--- config.mk ---
export PLATFORM = sky130hd
export DESIGN_NAME = amber_core
export DESIGN_NICKNAME = d
export VERILOG_FILES = /design/src/common/amber_pkg.sv /design/src/hdl/amber_core.sv /design/src/hdl/reg_gp.sv /design/src/hdl/stg_ex.sv /design/src/hdl/stg_id.sv /design/src/hdl/stg_wb.sv
export SDC_FILE = /design/constraint.sdc
export NUM_CORES = 1
export LEC_CHECK = 0
export BUFFER_PORTS_ARGS = -buffer_cell sky130_fd_sc_hd__buf_2
export CAP_MARGIN = 20
export CELL_PAD_IN_SITES_DETAIL_PLACEMENT = 1
export CELL_PAD_IN_SITES_GLOBAL_PLACEMENT = 1
export CORE_MARGIN = 10
export CORE_UTILIZATION = 42
export DETAILED_ROUTE_END_ITERATION = 16
export GPL_TIMING_DRIVEN = 0
export PLACE_DENSITY = 0.75
export SLEW_MARGIN = 10
export SYNTH_ARGS = -nofsm -noshare
export SYNTH_HDL_FRONTEND = slang
export SYNTH_HIERARCHICAL = 1
export SYNTH_SLANG_ARGS = --single-unit
export TNS_END_PERCENT = 10
--- constraint.sdc ---
create_clock -name iw_clk -period 14.6 [get_ports iw_clk]
set_input_delay 2.92 -clock iw_clk [delete_from_list [all_inputs] [get_ports iw_clk]]
set_output_delay 2.92 -clock iw_clk [all_outputs]
set_load 0.02 [all_outputs]
--- src/common/amber_pkg.sv ---
package amber_pkg;

    // ------------------------------------------------------------------------
    // Widths and basic types
    // ------------------------------------------------------------------------
    localparam int DATA_W  = 24;
    localparam int OPC_W   = 6;
    localparam int GP_W    = 4;
    localparam int NUM_GP  = 16;

    // Only the low bits of the rb value are taken as the shift count
    localparam int SHAMT_W = 5;

    typedef logic [DATA_W-1:0] data_t;
    typedef logic [DATA_W-1:0] instr_t;
    typedef logic [OPC_W-1:0]  opc_t;
    typedef logic [GP_W-1:0]   gp_idx_t;

    // ------------------------------------------------------------------------
    // Instruction field positions
    // ------------------------------------------------------------------------
    localparam int OPC_HI   = 23;
    localparam int OPC_LO   = 18;
    localparam int RD_HI    = 17;
    localparam int RD_LO    = 14;
    localparam int RA_HI    = 13;
    localparam int RA_LO    = 10;
    localparam int RB_HI    = 9;
    localparam int RB_LO    = 6;

    // Both immediates start at bit 0
    localparam int IMM10_HI = 9;
    localparam int IMM14_HI = 13;

    // ------------------------------------------------------------------------
    // Opcodes
    // ------------------------------------------------------------------------
    localparam opc_t OPC_NOP  = 6'h00;
    localparam opc_t OPC_ADD  = 6'h01;
    localparam opc_t OPC_SUB  = 6'h02;
    localparam opc_t OPC_AND  = 6'h03;
    localparam opc_t OPC_OR   = 6'h04;
    localparam opc_t OPC_XOR  = 6'h05;
    localparam opc_t OPC_SHL  = 6'h06;
    localparam opc_t OPC_SHR  = 6'h07;
    localparam opc_t OPC_ADDI = 6'h08;
    localparam opc_t OPC_MOVI = 6'h09;

    // ------------------------------------------------------------------------
    // Stage payloads
    // ------------------------------------------------------------------------

    // Decoded instruction, imm already extended
    typedef struct packed {
        opc_t    opc;
        gp_idx_t rd;
        gp_idx_t ra;
        gp_idx_t rb;
        data_t   imm;
        logic    wr_en;
    } dec_t;

    // One result on its way to the register file
    typedef struct packed {
        gp_idx_t rd;
        data_t   value;
        logic    wr_en;
    } retire_t;

endpackage

--- src/hdl/amber_core.sv ---
module amber_core (
    input  logic               iw_clk,
    input  logic               iw_rst,

    // Instruction input
    input  logic               in_valid,
    output logic               in_ready,
    input  amber_pkg::instr_t  in_instr,

    // Retire port
    output logic               retire_valid,
    input  logic               retire_ready,
    output amber_pkg::retire_t retire
);

    // ------------------------------------------------------------------------
    // Stage links
    // ------------------------------------------------------------------------
    logic               dec_valid;
    logic               dec_ready;
    amber_pkg::dec_t    dec;

    logic               res_valid;
    logic               res_ready;
    amber_pkg::retire_t res;

    // Register file
    amber_pkg::gp_idx_t rd_addr_a;
    amber_pkg::gp_idx_t rd_addr_b;
    amber_pkg::data_t   rd_data_a;
    amber_pkg::data_t   rd_data_b;
    logic               gp_we;
    amber_pkg::gp_idx_t gp_waddr;
    amber_pkg::data_t   gp_wdata;

    stg_id u_stg_id (
        .iw_clk    (iw_clk),
        .iw_rst    (iw_rst),
        .in_valid  (in_valid),
        .in_ready  (in_ready),
        .in_instr  (in_instr),
        .dec_valid (dec_valid),
        .dec_ready (dec_ready),
        .dec       (dec)
    );

    // Writeback's held item doubles as the second forwarding source
    stg_ex u_stg_ex (
        .iw_clk           (iw_clk),
        .iw_rst           (iw_rst),
        .dec_valid        (dec_valid),
        .dec_ready        (dec_ready),
        .dec              (dec),
        .rd_addr_a        (rd_addr_a),
        .rd_addr_b        (rd_addr_b),
        .rd_data_a        (rd_data_a),
        .rd_data_b        (rd_data_b),
        .wb_pending       (retire),
        .wb_pending_valid (retire_valid),
        .res_valid        (res_valid),
        .res_ready        (res_ready),
        .res              (res)
    );

    stg_wb u_stg_wb (
        .iw_clk       (iw_clk),
        .iw_rst       (iw_rst),
        .res_valid    (res_valid),
        .res_ready    (res_ready),
        .res          (res),
        .retire_valid (retire_valid),
        .retire_ready (retire_ready),
        .retire       (retire),
        .gp_we        (gp_we),
        .gp_waddr     (gp_waddr),
        .gp_wdata     (gp_wdata)
    );

    reg_gp u_reg_gp (
        .iw_clk    (iw_clk),
        .iw_rst    (iw_rst),
        .rd_addr_a (rd_addr_a),
        .rd_addr_b (rd_addr_b),
        .rd_data_a (rd_data_a),
        .rd_data_b (rd_data_b),
        .gp_we     (gp_we),
        .gp_waddr  (gp_waddr),
        .gp_wdata  (gp_wdata)
    );

endmodule

--- src/hdl/reg_gp.sv ---
module reg_gp (
    input  logic               iw_clk,
    input  logic               iw_rst,
    input  amber_pkg::gp_idx_t rd_addr_a,
    input  amber_pkg::gp_idx_t rd_addr_b,
    output amber_pkg::data_t   rd_data_a,
    output amber_pkg::data_t   rd_data_b,
    input  logic               gp_we,
    input  amber_pkg::gp_idx_t gp_waddr,
    input  amber_pkg::data_t   gp_wdata
);

    amber_pkg::data_t regs [amber_pkg::NUM_GP];

    // Asynchronous reads, no bypass of the write port
    assign rd_data_a = regs[rd_addr_a];
    assign rd_data_b = regs[rd_addr_b];

    always_ff @(posedge iw_clk or posedge iw_rst) begin
        if (iw_rst) begin
            for (int i = 0; i < amber_pkg::NUM_GP; i++) begin
                regs[i] <= '0;
            end
        end else if (gp_we) begin
            regs[gp_waddr] <= gp_wdata;
        end
    end

endmodule

--- src/hdl/stg_ex.sv ---
module stg_ex (
    input  logic                iw_clk,
    input  logic                iw_rst,

    // Decoded instruction from stg_id
    input  logic                dec_valid,
    output logic                dec_ready,
    input  amber_pkg::dec_t     dec,

    // Register file read port
    output amber_pkg::gp_idx_t  rd_addr_a,
    output amber_pkg::gp_idx_t  rd_addr_b,
    input  amber_pkg::data_t    rd_data_a,
    input  amber_pkg::data_t    rd_data_b,

    // Item held in writeback, not yet in the register file
    input  amber_pkg::retire_t  wb_pending,
    input  logic                wb_pending_valid,

    // Result towards writeback
    output logic                res_valid,
    input  logic                res_ready,
    output amber_pkg::retire_t  res
);

    logic                     ex_hit_a;
    logic                     ex_hit_b;
    logic                     wb_hit_a;
    logic                     wb_hit_b;
    amber_pkg::data_t         op_a;
    amber_pkg::data_t         op_b;
    logic [amber_pkg::SHAMT_W-1:0] shamt;
    logic                     shift_out;
    amber_pkg::retire_t       res_next;

    assign rd_addr_a = dec.ra;
    assign rd_addr_b = dec.rb;

    // ------------------------------------------------------------------------
    // Operand forwarding
    // ------------------------------------------------------------------------

    // Own held result is the youngest, so it wins over writeback
    assign ex_hit_a = res_valid && res.wr_en && (res.rd == dec.ra);
    assign ex_hit_b = res_valid && res.wr_en && (res.rd == dec.rb);
    assign wb_hit_a = wb_pending_valid && wb_pending.wr_en && (wb_pending.rd == dec.ra);
    assign wb_hit_b = wb_pending_valid && wb_pending.wr_en && (wb_pending.rd == dec.rb);

    assign op_a = ex_hit_a ? res.value :
                  wb_hit_a ? wb_pending.value : rd_data_a;
    assign op_b = ex_hit_b ? res.value :
                  wb_hit_b ? wb_pending.value : rd_data_b;

    // ------------------------------------------------------------------------
    // ALU
    // ------------------------------------------------------------------------
    assign shamt     = op_b[amber_pkg::SHAMT_W-1:0];
    assign shift_out = (shamt >= amber_pkg::DATA_W);

    always_comb begin
        res_next.rd    = dec.rd;
        res_next.wr_en = dec.wr_en;
        case (dec.opc)
            amber_pkg::OPC_ADD:  res_next.value = op_a + op_b;
            amber_pkg::OPC_SUB:  res_next.value = op_a - op_b;
            amber_pkg::OPC_AND:  res_next.value = op_a & op_b;
            amber_pkg::OPC_OR:   res_next.value = op_a | op_b;
            amber_pkg::OPC_XOR:  res_next.value = op_a ^ op_b;
            amber_pkg::OPC_SHL:  res_next.value = shift_out ? '0 : (op_a << shamt);
            amber_pkg::OPC_SHR:  res_next.value = shift_out ? '0 : (op_a >> shamt);
            amber_pkg::OPC_ADDI: res_next.value = op_a + dec.imm;
            amber_pkg::OPC_MOVI: res_next.value = dec.imm;
            // NOP and unknown opcodes
            default:             res_next.value = '0;
        endcase
    end

    // ------------------------------------------------------------------------
    // Holding register
    // ------------------------------------------------------------------------
    assign dec_ready = !res_valid || res_ready;

    always_ff @(posedge iw_clk or posedge iw_rst) begin
        if (iw_rst) begin
            res_valid <= 1'b0;
        end else if (dec_ready) begin
            res_valid <= dec_valid;
        end
    end

    always_ff @(posedge iw_clk) begin
        if (dec_valid && dec_ready) begin
            res <= res_next;
        end
    end

endmodule

--- src/hdl/stg_id.sv ---
module stg_id (
    input  logic              iw_clk,
    input  logic              iw_rst,

    // Instruction input
    input  logic              in_valid,
    output logic              in_ready,
    input  amber_pkg::instr_t in_instr,

    // Decoded instruction towards execute
    output logic              dec_valid,
    input  logic              dec_ready,
    output amber_pkg::dec_t   dec
);

    amber_pkg::opc_t  opc;
    amber_pkg::data_t imm_sx10;
    amber_pkg::data_t imm_zx14;
    amber_pkg::dec_t  dec_next;

    // ------------------------------------------------------------------------
    // Field slicing
    // ------------------------------------------------------------------------
    assign opc = in_instr[amber_pkg::OPC_HI:amber_pkg::OPC_LO];

    assign imm_sx10 = {{(amber_pkg::DATA_W - amber_pkg::IMM10_HI - 1){in_instr[amber_pkg::IMM10_HI]}},
                       in_instr[amber_pkg::IMM10_HI:0]};
    assign imm_zx14 = {{(amber_pkg::DATA_W - amber_pkg::IMM14_HI - 1){1'b0}},
                       in_instr[amber_pkg::IMM14_HI:0]};

    always_comb begin
        dec_next.opc = opc;
        dec_next.rd  = in_instr[amber_pkg::RD_HI:amber_pkg::RD_LO];
        dec_next.ra  = in_instr[amber_pkg::RA_HI:amber_pkg::RA_LO];
        dec_next.rb  = in_instr[amber_pkg::RB_HI:amber_pkg::RB_LO];

        // Only ADDI and MOVI carry an immediate
        case (opc)
            amber_pkg::OPC_ADDI: dec_next.imm = imm_sx10;
            amber_pkg::OPC_MOVI: dec_next.imm = imm_zx14;
            default:             dec_next.imm = '0;
        endcase

        // NOP and anything above MOVI leave the register file alone
        dec_next.wr_en = (opc >= amber_pkg::OPC_ADD) && (opc <= amber_pkg::OPC_MOVI);
    end

    // ------------------------------------------------------------------------
    // Holding register
    // ------------------------------------------------------------------------

    // Accept when empty or when the held item leaves this cycle
    assign in_ready = !dec_valid || dec_ready;

    always_ff @(posedge iw_clk or posedge iw_rst) begin
        if (iw_rst) begin
            dec_valid <= 1'b0;
        end else if (in_ready) begin
            dec_valid <= in_valid;
        end
    end

    always_ff @(posedge iw_clk) begin
        if (in_valid && in_ready) begin
            dec <= dec_next;
        end
    end

endmodule

--- src/hdl/stg_wb.sv ---
module stg_wb (
    input  logic               iw_clk,
    input  logic               iw_rst,

    // Result from execute
    input  logic               res_valid,
    output logic               res_ready,
    input  amber_pkg::retire_t res,

    // Retire port
    output logic               retire_valid,
    input  logic               retire_ready,
    output amber_pkg::retire_t retire,

    // Register file write port
    output logic               gp_we,
    output amber_pkg::gp_idx_t gp_waddr,
    output amber_pkg::data_t   gp_wdata
);

    assign res_ready = !retire_valid || retire_ready;

    always_ff @(posedge iw_clk or posedge iw_rst) begin
        if (iw_rst) begin
            retire_valid <= 1'b0;
        end else if (res_ready) begin
            retire_valid <= res_valid;
        end
    end

    // Payload only changes when the slot is free, so it holds under a stall
    always_ff @(posedge iw_clk) begin
        if (res_valid && res_ready) begin
            retire <= res;
        end
    end

    // Write lands on the same edge the item retires
    assign gp_we    = retire_valid && retire_ready && retire.wr_en;
    assign gp_waddr = retire.rd;
    assign gp_wdata = retire.value;

endmodule

* Word-level counts from Yosys, hierarchy flattened
Index checks and enable logic that the tools add are counted.
Storage, ports and cells: logic and storage cells 100, bits in registers 488, bits of input ports 28, output and inout bits 31
Cells by class: $lt $le $gt $ge 7, shift-type cells 2, reduce and logical (&&, ||, !) cells 19, bitwise operators 6, add/subtract/negate cells 3, equality and inequality tests 15, mux-type cells 17
Operators with widths (number):
- bitwise mux 384 bit | 1
- two-way mux 24 bit | 11
- one-hot mux 24 bit (9 select lines) | 1
- binary-select mux 24 bit (select 4 bit) | 2
- demux 24 bit (select 4 bit) | 1
- adder 24 bit | 2
- one-hot mux 24 bit (2 select lines) | 1
- bitwise AND 24 bit | 1
- == test 6 x 3 -> 1 bit, second input constant | 4
- == test 6 x 4 -> 1 bit, second input constant | 4
- bitwise OR 24 bit | 1
- left shift 24 x 5 -> 24 bit | 1
- right shift 24 x 5 -> 24 bit | 1
- subtractor 24 bit | 1
- bitwise XOR 24 bit | 1
- >= comparator 5 bit, second input constant | 4
- == test 4 bit | 4
- NOT 4 -> 5 bit | 3
- logical AND 1 bit | 13
- == test 6 x 2 -> 1 bit, second input constant | 2
- == test 6 x 1 -> 1 bit, second input constant | 1
- >= comparator 6 x 1 -> 1 bit, second input constant | 1
- <= comparator 6 x 4 -> 1 bit, second input constant | 1
- < comparator 5 x 1 -> 1 bit, second input constant | 1
- other kinds (2) | 6

* Longest topological paths before layout
depth after elaboration 9, depth in mapped cells 28, depth with buffers taken out 22

* Cells and area by module
The synthesis kept the hierarchy.
By module, submodules not included:
- reg_gp | instances 1, area an instance 20021.7 um^2, cells each 1265, sequential area each 9609.2 um^2
- stg_ex | instances 1, area an instance 7955.1 um^2, cells each 1088, sequential area each 895.9 um^2
- stg_id | instances 1, area an instance 1340.0 um^2, cells each 73, sequential area each 1046.0 um^2
- stg_wb | instances 1, area an instance 1144.8 um^2, cells each 63, sequential area each 895.9 um^2

* Least setup slack after synthesis
Ideal clock, no wire load.
path type input port to output port, start in retire_ready, end out in_ready, slack 8.232 ns, data arrival time 3.448 ns, path buffers 0, cell stages on the path 3, cell sequence nand2b_4 > nand2b_1 > nand2b_1
Between the ends: word-level cells in the longest chain between the ends 3
Ends and longest elaborated chain:
- start, declared | RTL line amber_core.sv:12 | input logic retire_ready,
- logical OR 1 bit | RTL line stg_wb.sv:21 | assign res_ready = !retire_valid || retire_ready;
- logical OR 1 bit | RTL line stg_ex.sv:81 | assign dec_ready = !res_valid || res_ready;
- via dec_ready | RTL line amber_core.sv:20 | logic dec_ready;
- logical OR 1 bit | RTL line stg_id.sv:53 | assign in_ready = !dec_valid || dec_ready;
- end, declared | RTL line amber_core.sv:7 | output logic in_ready,
The timed path passes the listed nets, and every way through them passes these cells.

* Worst setup path in the final report
start reg, netlist name u_stg_id/dec[26], end reg, netlist name u_stg_ex/res[24]
Between the ends: word-level cells in the longest chain between the ends 9, elaborated cells on any way between the ends 21
Ends and longest elaborated chain:
- NOT 4 -> 5 bit (implied by the code) (*) | RTL line reg_gp.sv:17 | assign rd_data_b = regs[rd_addr_b];
- binary-select mux 24 bit (select 4 bit) (*) | RTL line reg_gp.sv:17
- two-way mux 24 bit (implied by the code) (*) (2 in a row) | RTL line reg_gp.sv:17
- via rd_data_b[1] | RTL line amber_core.sv:31 | amber_pkg::data_t rd_data_b;
- two-way mux 24 bit (*) | RTL line stg_ex.sv:52 | wb_hit_b ? wb_pending.value : rd_data_b;
- two-way mux 24 bit (*) | RTL line stg_ex.sv:51 | assign op_b = ex_hit_b ? res.value :
- parallel branches: the longest is 2 deep, another holds subtractor 24 bit
- one-hot mux 24 bit (9 select lines) (*) | RTL line stg_ex.sv:63 | case (dec.opc)
Mark *: on every way through the listed nets, which the timed path passes. The select of a mux whose other input is x is not followed. A chain may end at the register's enable or synchronous reset.

==> flow_summary.json <==
{
  "status": "finished clean",
  "holdBufCountCts": 0,
  "relSlewSlack_pct": 21.7,
  "ys_ff_latch": 479,
  "slowest_delay_ns": 0.73,
  "vias": 23900,
  "synth.avg_cell_area_sq_um": 12.2,
  "synth_top_family_by_area": "multiplexers",
  "peakVddDrop_mv": 0.102,
  "rsz0062_at_grt": "no",
  "slew_viol_final": 0,
  "via_per_inst": 6.63,
  "ant_nets": 0,
  "grt_overflow_total": 0,
  "nets": 2714,
  "grt_pass1_wl_um": 171000,
  "clockRootBuffer": "clkbuf_16",
  "critical_path.max_fanout": 11,
  "ctsResizeCount": 0,
  "synth_flop_cell": "dfrtp_1",
  "dieHeight_um": 289,
  "finalWirelength_um": 116000,
  "yosys.area_share.adder_pct": 3.06,
  "postCtsSetupBuffers": 0,
  "yosysUniqueCellTypes": 86,
  "p_seq_share_pct": 35.7,
  "wire_per_inst_um": 32.2,
  "cp_slowest_cell": "clkbuf_1",
  "fmax_mhz": 105,
  "criticalPathCategory": "reg -> reg",
  "hold_viol_final": 0,
  "antenna_found_initial": 1,
  "finClkSkew_ns": 0.0723,
  "dr.pass1.iters": 5,
  "p_clk_share_pct": 25.7,
  "drt-initial-drc-count": 2832,
  "start_kind": "flop",
  "internal_power_mw": 3.42,
  "yosys_warnings": 6,
  "synth_nets": 2591,
  "setup_viol": 0,
  "synth_edf_count": 92,
  "yosysSeqAreaShare_pct": 40.9,
  "die_x_um": 289,
  "cts_buffers": 54,
  "max_slew.worst_pin.slew_ns": 1.17,
  "cts.path.max_buffers": 3,
  "power_density_nw_per_um2": 162,
  "syn2layout_area_growth_pct": 11.5,
  "drc": 0,
  "cp-end-kind": "flop",
  "fin_setup_tns_ns": 0,
  "gp_congestion": 1.00,
  "htreeDepth": 2,
  "io_buffers": 58,
  "regArea_sq_um": 12400,
  "start_util_pct": 42.5,
  "clkLatencyLatePin_ns": 0.64,
  "clkSinkCount": 479,
  "row_count": 98,
  "p_sw_mw": 2.06,
  "drv_cap": 0,
  "min_period_ns": 9.53,
  "grt_pass1_vias": 25400,
  "timing.hold.worst.class": "reg -> reg",
  "multi_input_area_sq_um": 16500,
  "drive_gt1_share_pct": 34.8,
  "cts_tree": "built",
  "die_area_sq_um": 83700,
  "ys_async_sr_fraction_pct": 80.8,
  "coreArea_sq_um": 71700,
  "p_sw_share_pct": 37.6,
  "nFillCells": 7464,
  "synth-xor-area-share_pct": 1.45,
  "ios": 59,
  "synth_cells": 2489,
  "yosys.area_share.simple_pct": 7.44,
  "cp.required_ns": 15.00,
  "clk_pin_slew_ns": 0.07,
  "cp_data_arrival_time_ns": 9.93,
  "total_power_mw": 5.49,
  "grt_max_degree": 122,
  "synth_compound_area_share_pct": 10.1,
  "syn_area_sq_um": 30500,
  "comb_power_share_pct": 38.5,
  "min_period_over_period_pct": 65.3,
  "hpwl_um": 87000,
  "leakage_nw": 14.6,
  "synthMuxAreaShare_pct": 32.1,
  "grt.total_usage_pct": 27.3
}
logic make-up (layout without fill, tap and decap cells):
family,Yosys count,in the layout
AOI/OAI and AO/OA,450,450
other,0,1
xor gates and xnor gates,49,49
adders and majority gates,74,74
DFF,479,479
muxes,680,680
and+or+nand+nor,443,443
buffers and inverters,314,482
state kept, by name, indices dropped and copies added, names as in the netlist:
register               cells
u_reg_gp/regs            384
u_stg_id/dec              34
u_stg_wb/retire            1
u_stg_ex/res              29
u_stg_ex/res_valid         1
u_stg_wb/retire_valid      1
u_stg_wb/gp_waddr          4
u_stg_wb/gp_wdata         24
u_stg_id/dec_valid         1
final timing paths:
path | start | to | slack [ns] | cells past startpoint
max | u_stg_id/dec[26] | u_stg_ex/res[24] | 5.07 | 27
min | u_stg_id/dec[35] | u_stg_ex/res[27] | 0.44 | 0
max reg2reg | u_stg_id/dec[26] | u_stg_ex/res[24] | 5.07 | 27
min reg2reg | u_stg_id/dec[35] | u_stg_ex/res[27] | 0.44 | 0
max in group asynchronous | iw_rst | u_reg_gp/regs[232] | 10.79 | 4
min in group asynchronous | iw_rst | u_stg_id/dec_valid | 2.20 | 2
critical path: cells and delay by family, from the launching register on:
family	cells	cell delay [ns]
adders and majority gates	2	0.89
muxes	1	0.43
DFF	1	0.50
and+or+nand+nor	4	0.79
xor gates and xnor gates	2	0.55
AOI/OAI and AO/OA	11	2.72
buffers and inverters	7	3.37
per-layer routing:
metal | wire length, um | up-vias | track usage, %
li1 | - | 9770 | -
met1 | 50000 | 12800 | 38.3
met2 | 52700 | 1180 | 42.5
met3 | 9280 | 217 | 4.66
met4 | 4010 | 0 | 8.95
met5 | 0 | - | 0
power groups by stage:
stage	Sequential [mW]	Combinational [mW]	Clock (mW)
floorplan	1.86	1.45	0
global placement	1.91	1.97	0
detailed placement	1.96	2.05	0
CTS	1.95	2.06	1.43
global route	1.99	2.23	1.49
finish	1.96	2.11	1.41
layout make-up:
| type | instances | area share (%) |
|---|---|---|
| well taps | 950 | 3.50 |
| inverters | 59 | 0.682 |
| clock inverters | 19 | 0.652 |
| multi-input cells | 1696 | 48.6 |
| plain buffers | 255 | 3.80 |
| flip-flops and latches | 479 | 36.7 |
| diodes | 1 | 0.00737 |
| repair buffers | 67 | 1.25 |
| clock buffers | 82 | 4.82 |
cell usage in the layout, fill, tap and decap left out, types with 79 or more instances in the layout:
cell,synthesis,routed
buf_2,67,125
clkbuf_1,121,131
a22oi_1,113,113
edfxtp_1,92,92
dfrtp_1,387,387
mux4_2,192,192
mux2_2,370,370
nand2_1,134,134
mux2i_1,98,98
o21ai_0,110,110
nor2_1,79,79
per-stage QoR:
step | instance area, sq um | hold WS [ns] | std cells | worst slack, ns | util (%)
2_1_floorplan | 30500 | 0.400 | 2489 | 1.01 | -
3_3_place_gp | 31900 | 0.411 | 3497 | -2.50 | 44.5
3_5_place_dp | 32100 | 0.427 | 3503 | 5.58 | 44.7
4_1_cts | 33900 | 0.441 | 3604 | 5.47 | 47.3
5_1_grt | 33900 | 0.454 | 3607 | 4.83 | 47.3
6_report | 34000 | 0.435 | 3608 | 5.07 | 47.3
Yosys cell counts (all sizes together) (7+ instances only):
cell	instances	share of area (%)
and3	22	0.47
a21oi	39	0.65
buf	133	2.7
nor2b	11	0.23
nand3	69	1.1
o211ai	16	0.39
xnor2	41	1.2
o221ai	10	0.29
nand4	7	0.16
mux2	390	15
edfxtp	92	9.1
a22oi	113	2.8
nand2b	15	0.36
mux2i	98	3.2
a221o	18	0.59
a31oi	38	0.91
a21o	14	0.35
mux4	192	14
a31o	13	0.37
dfrtp	387	32
nor4	9	0.34
ha	73	3.0
and2	13	0.28
nand2	134	1.7
xor2	7	0.20
clkbuf	122	1.5
a221oi	18	0.52
nor2	79	0.97
nor3	63	1.3
o21ai	127	2.1
a211oi	9	0.22
inv	59	0.74
Note: power is estimated with default switching activity, not from simulation.
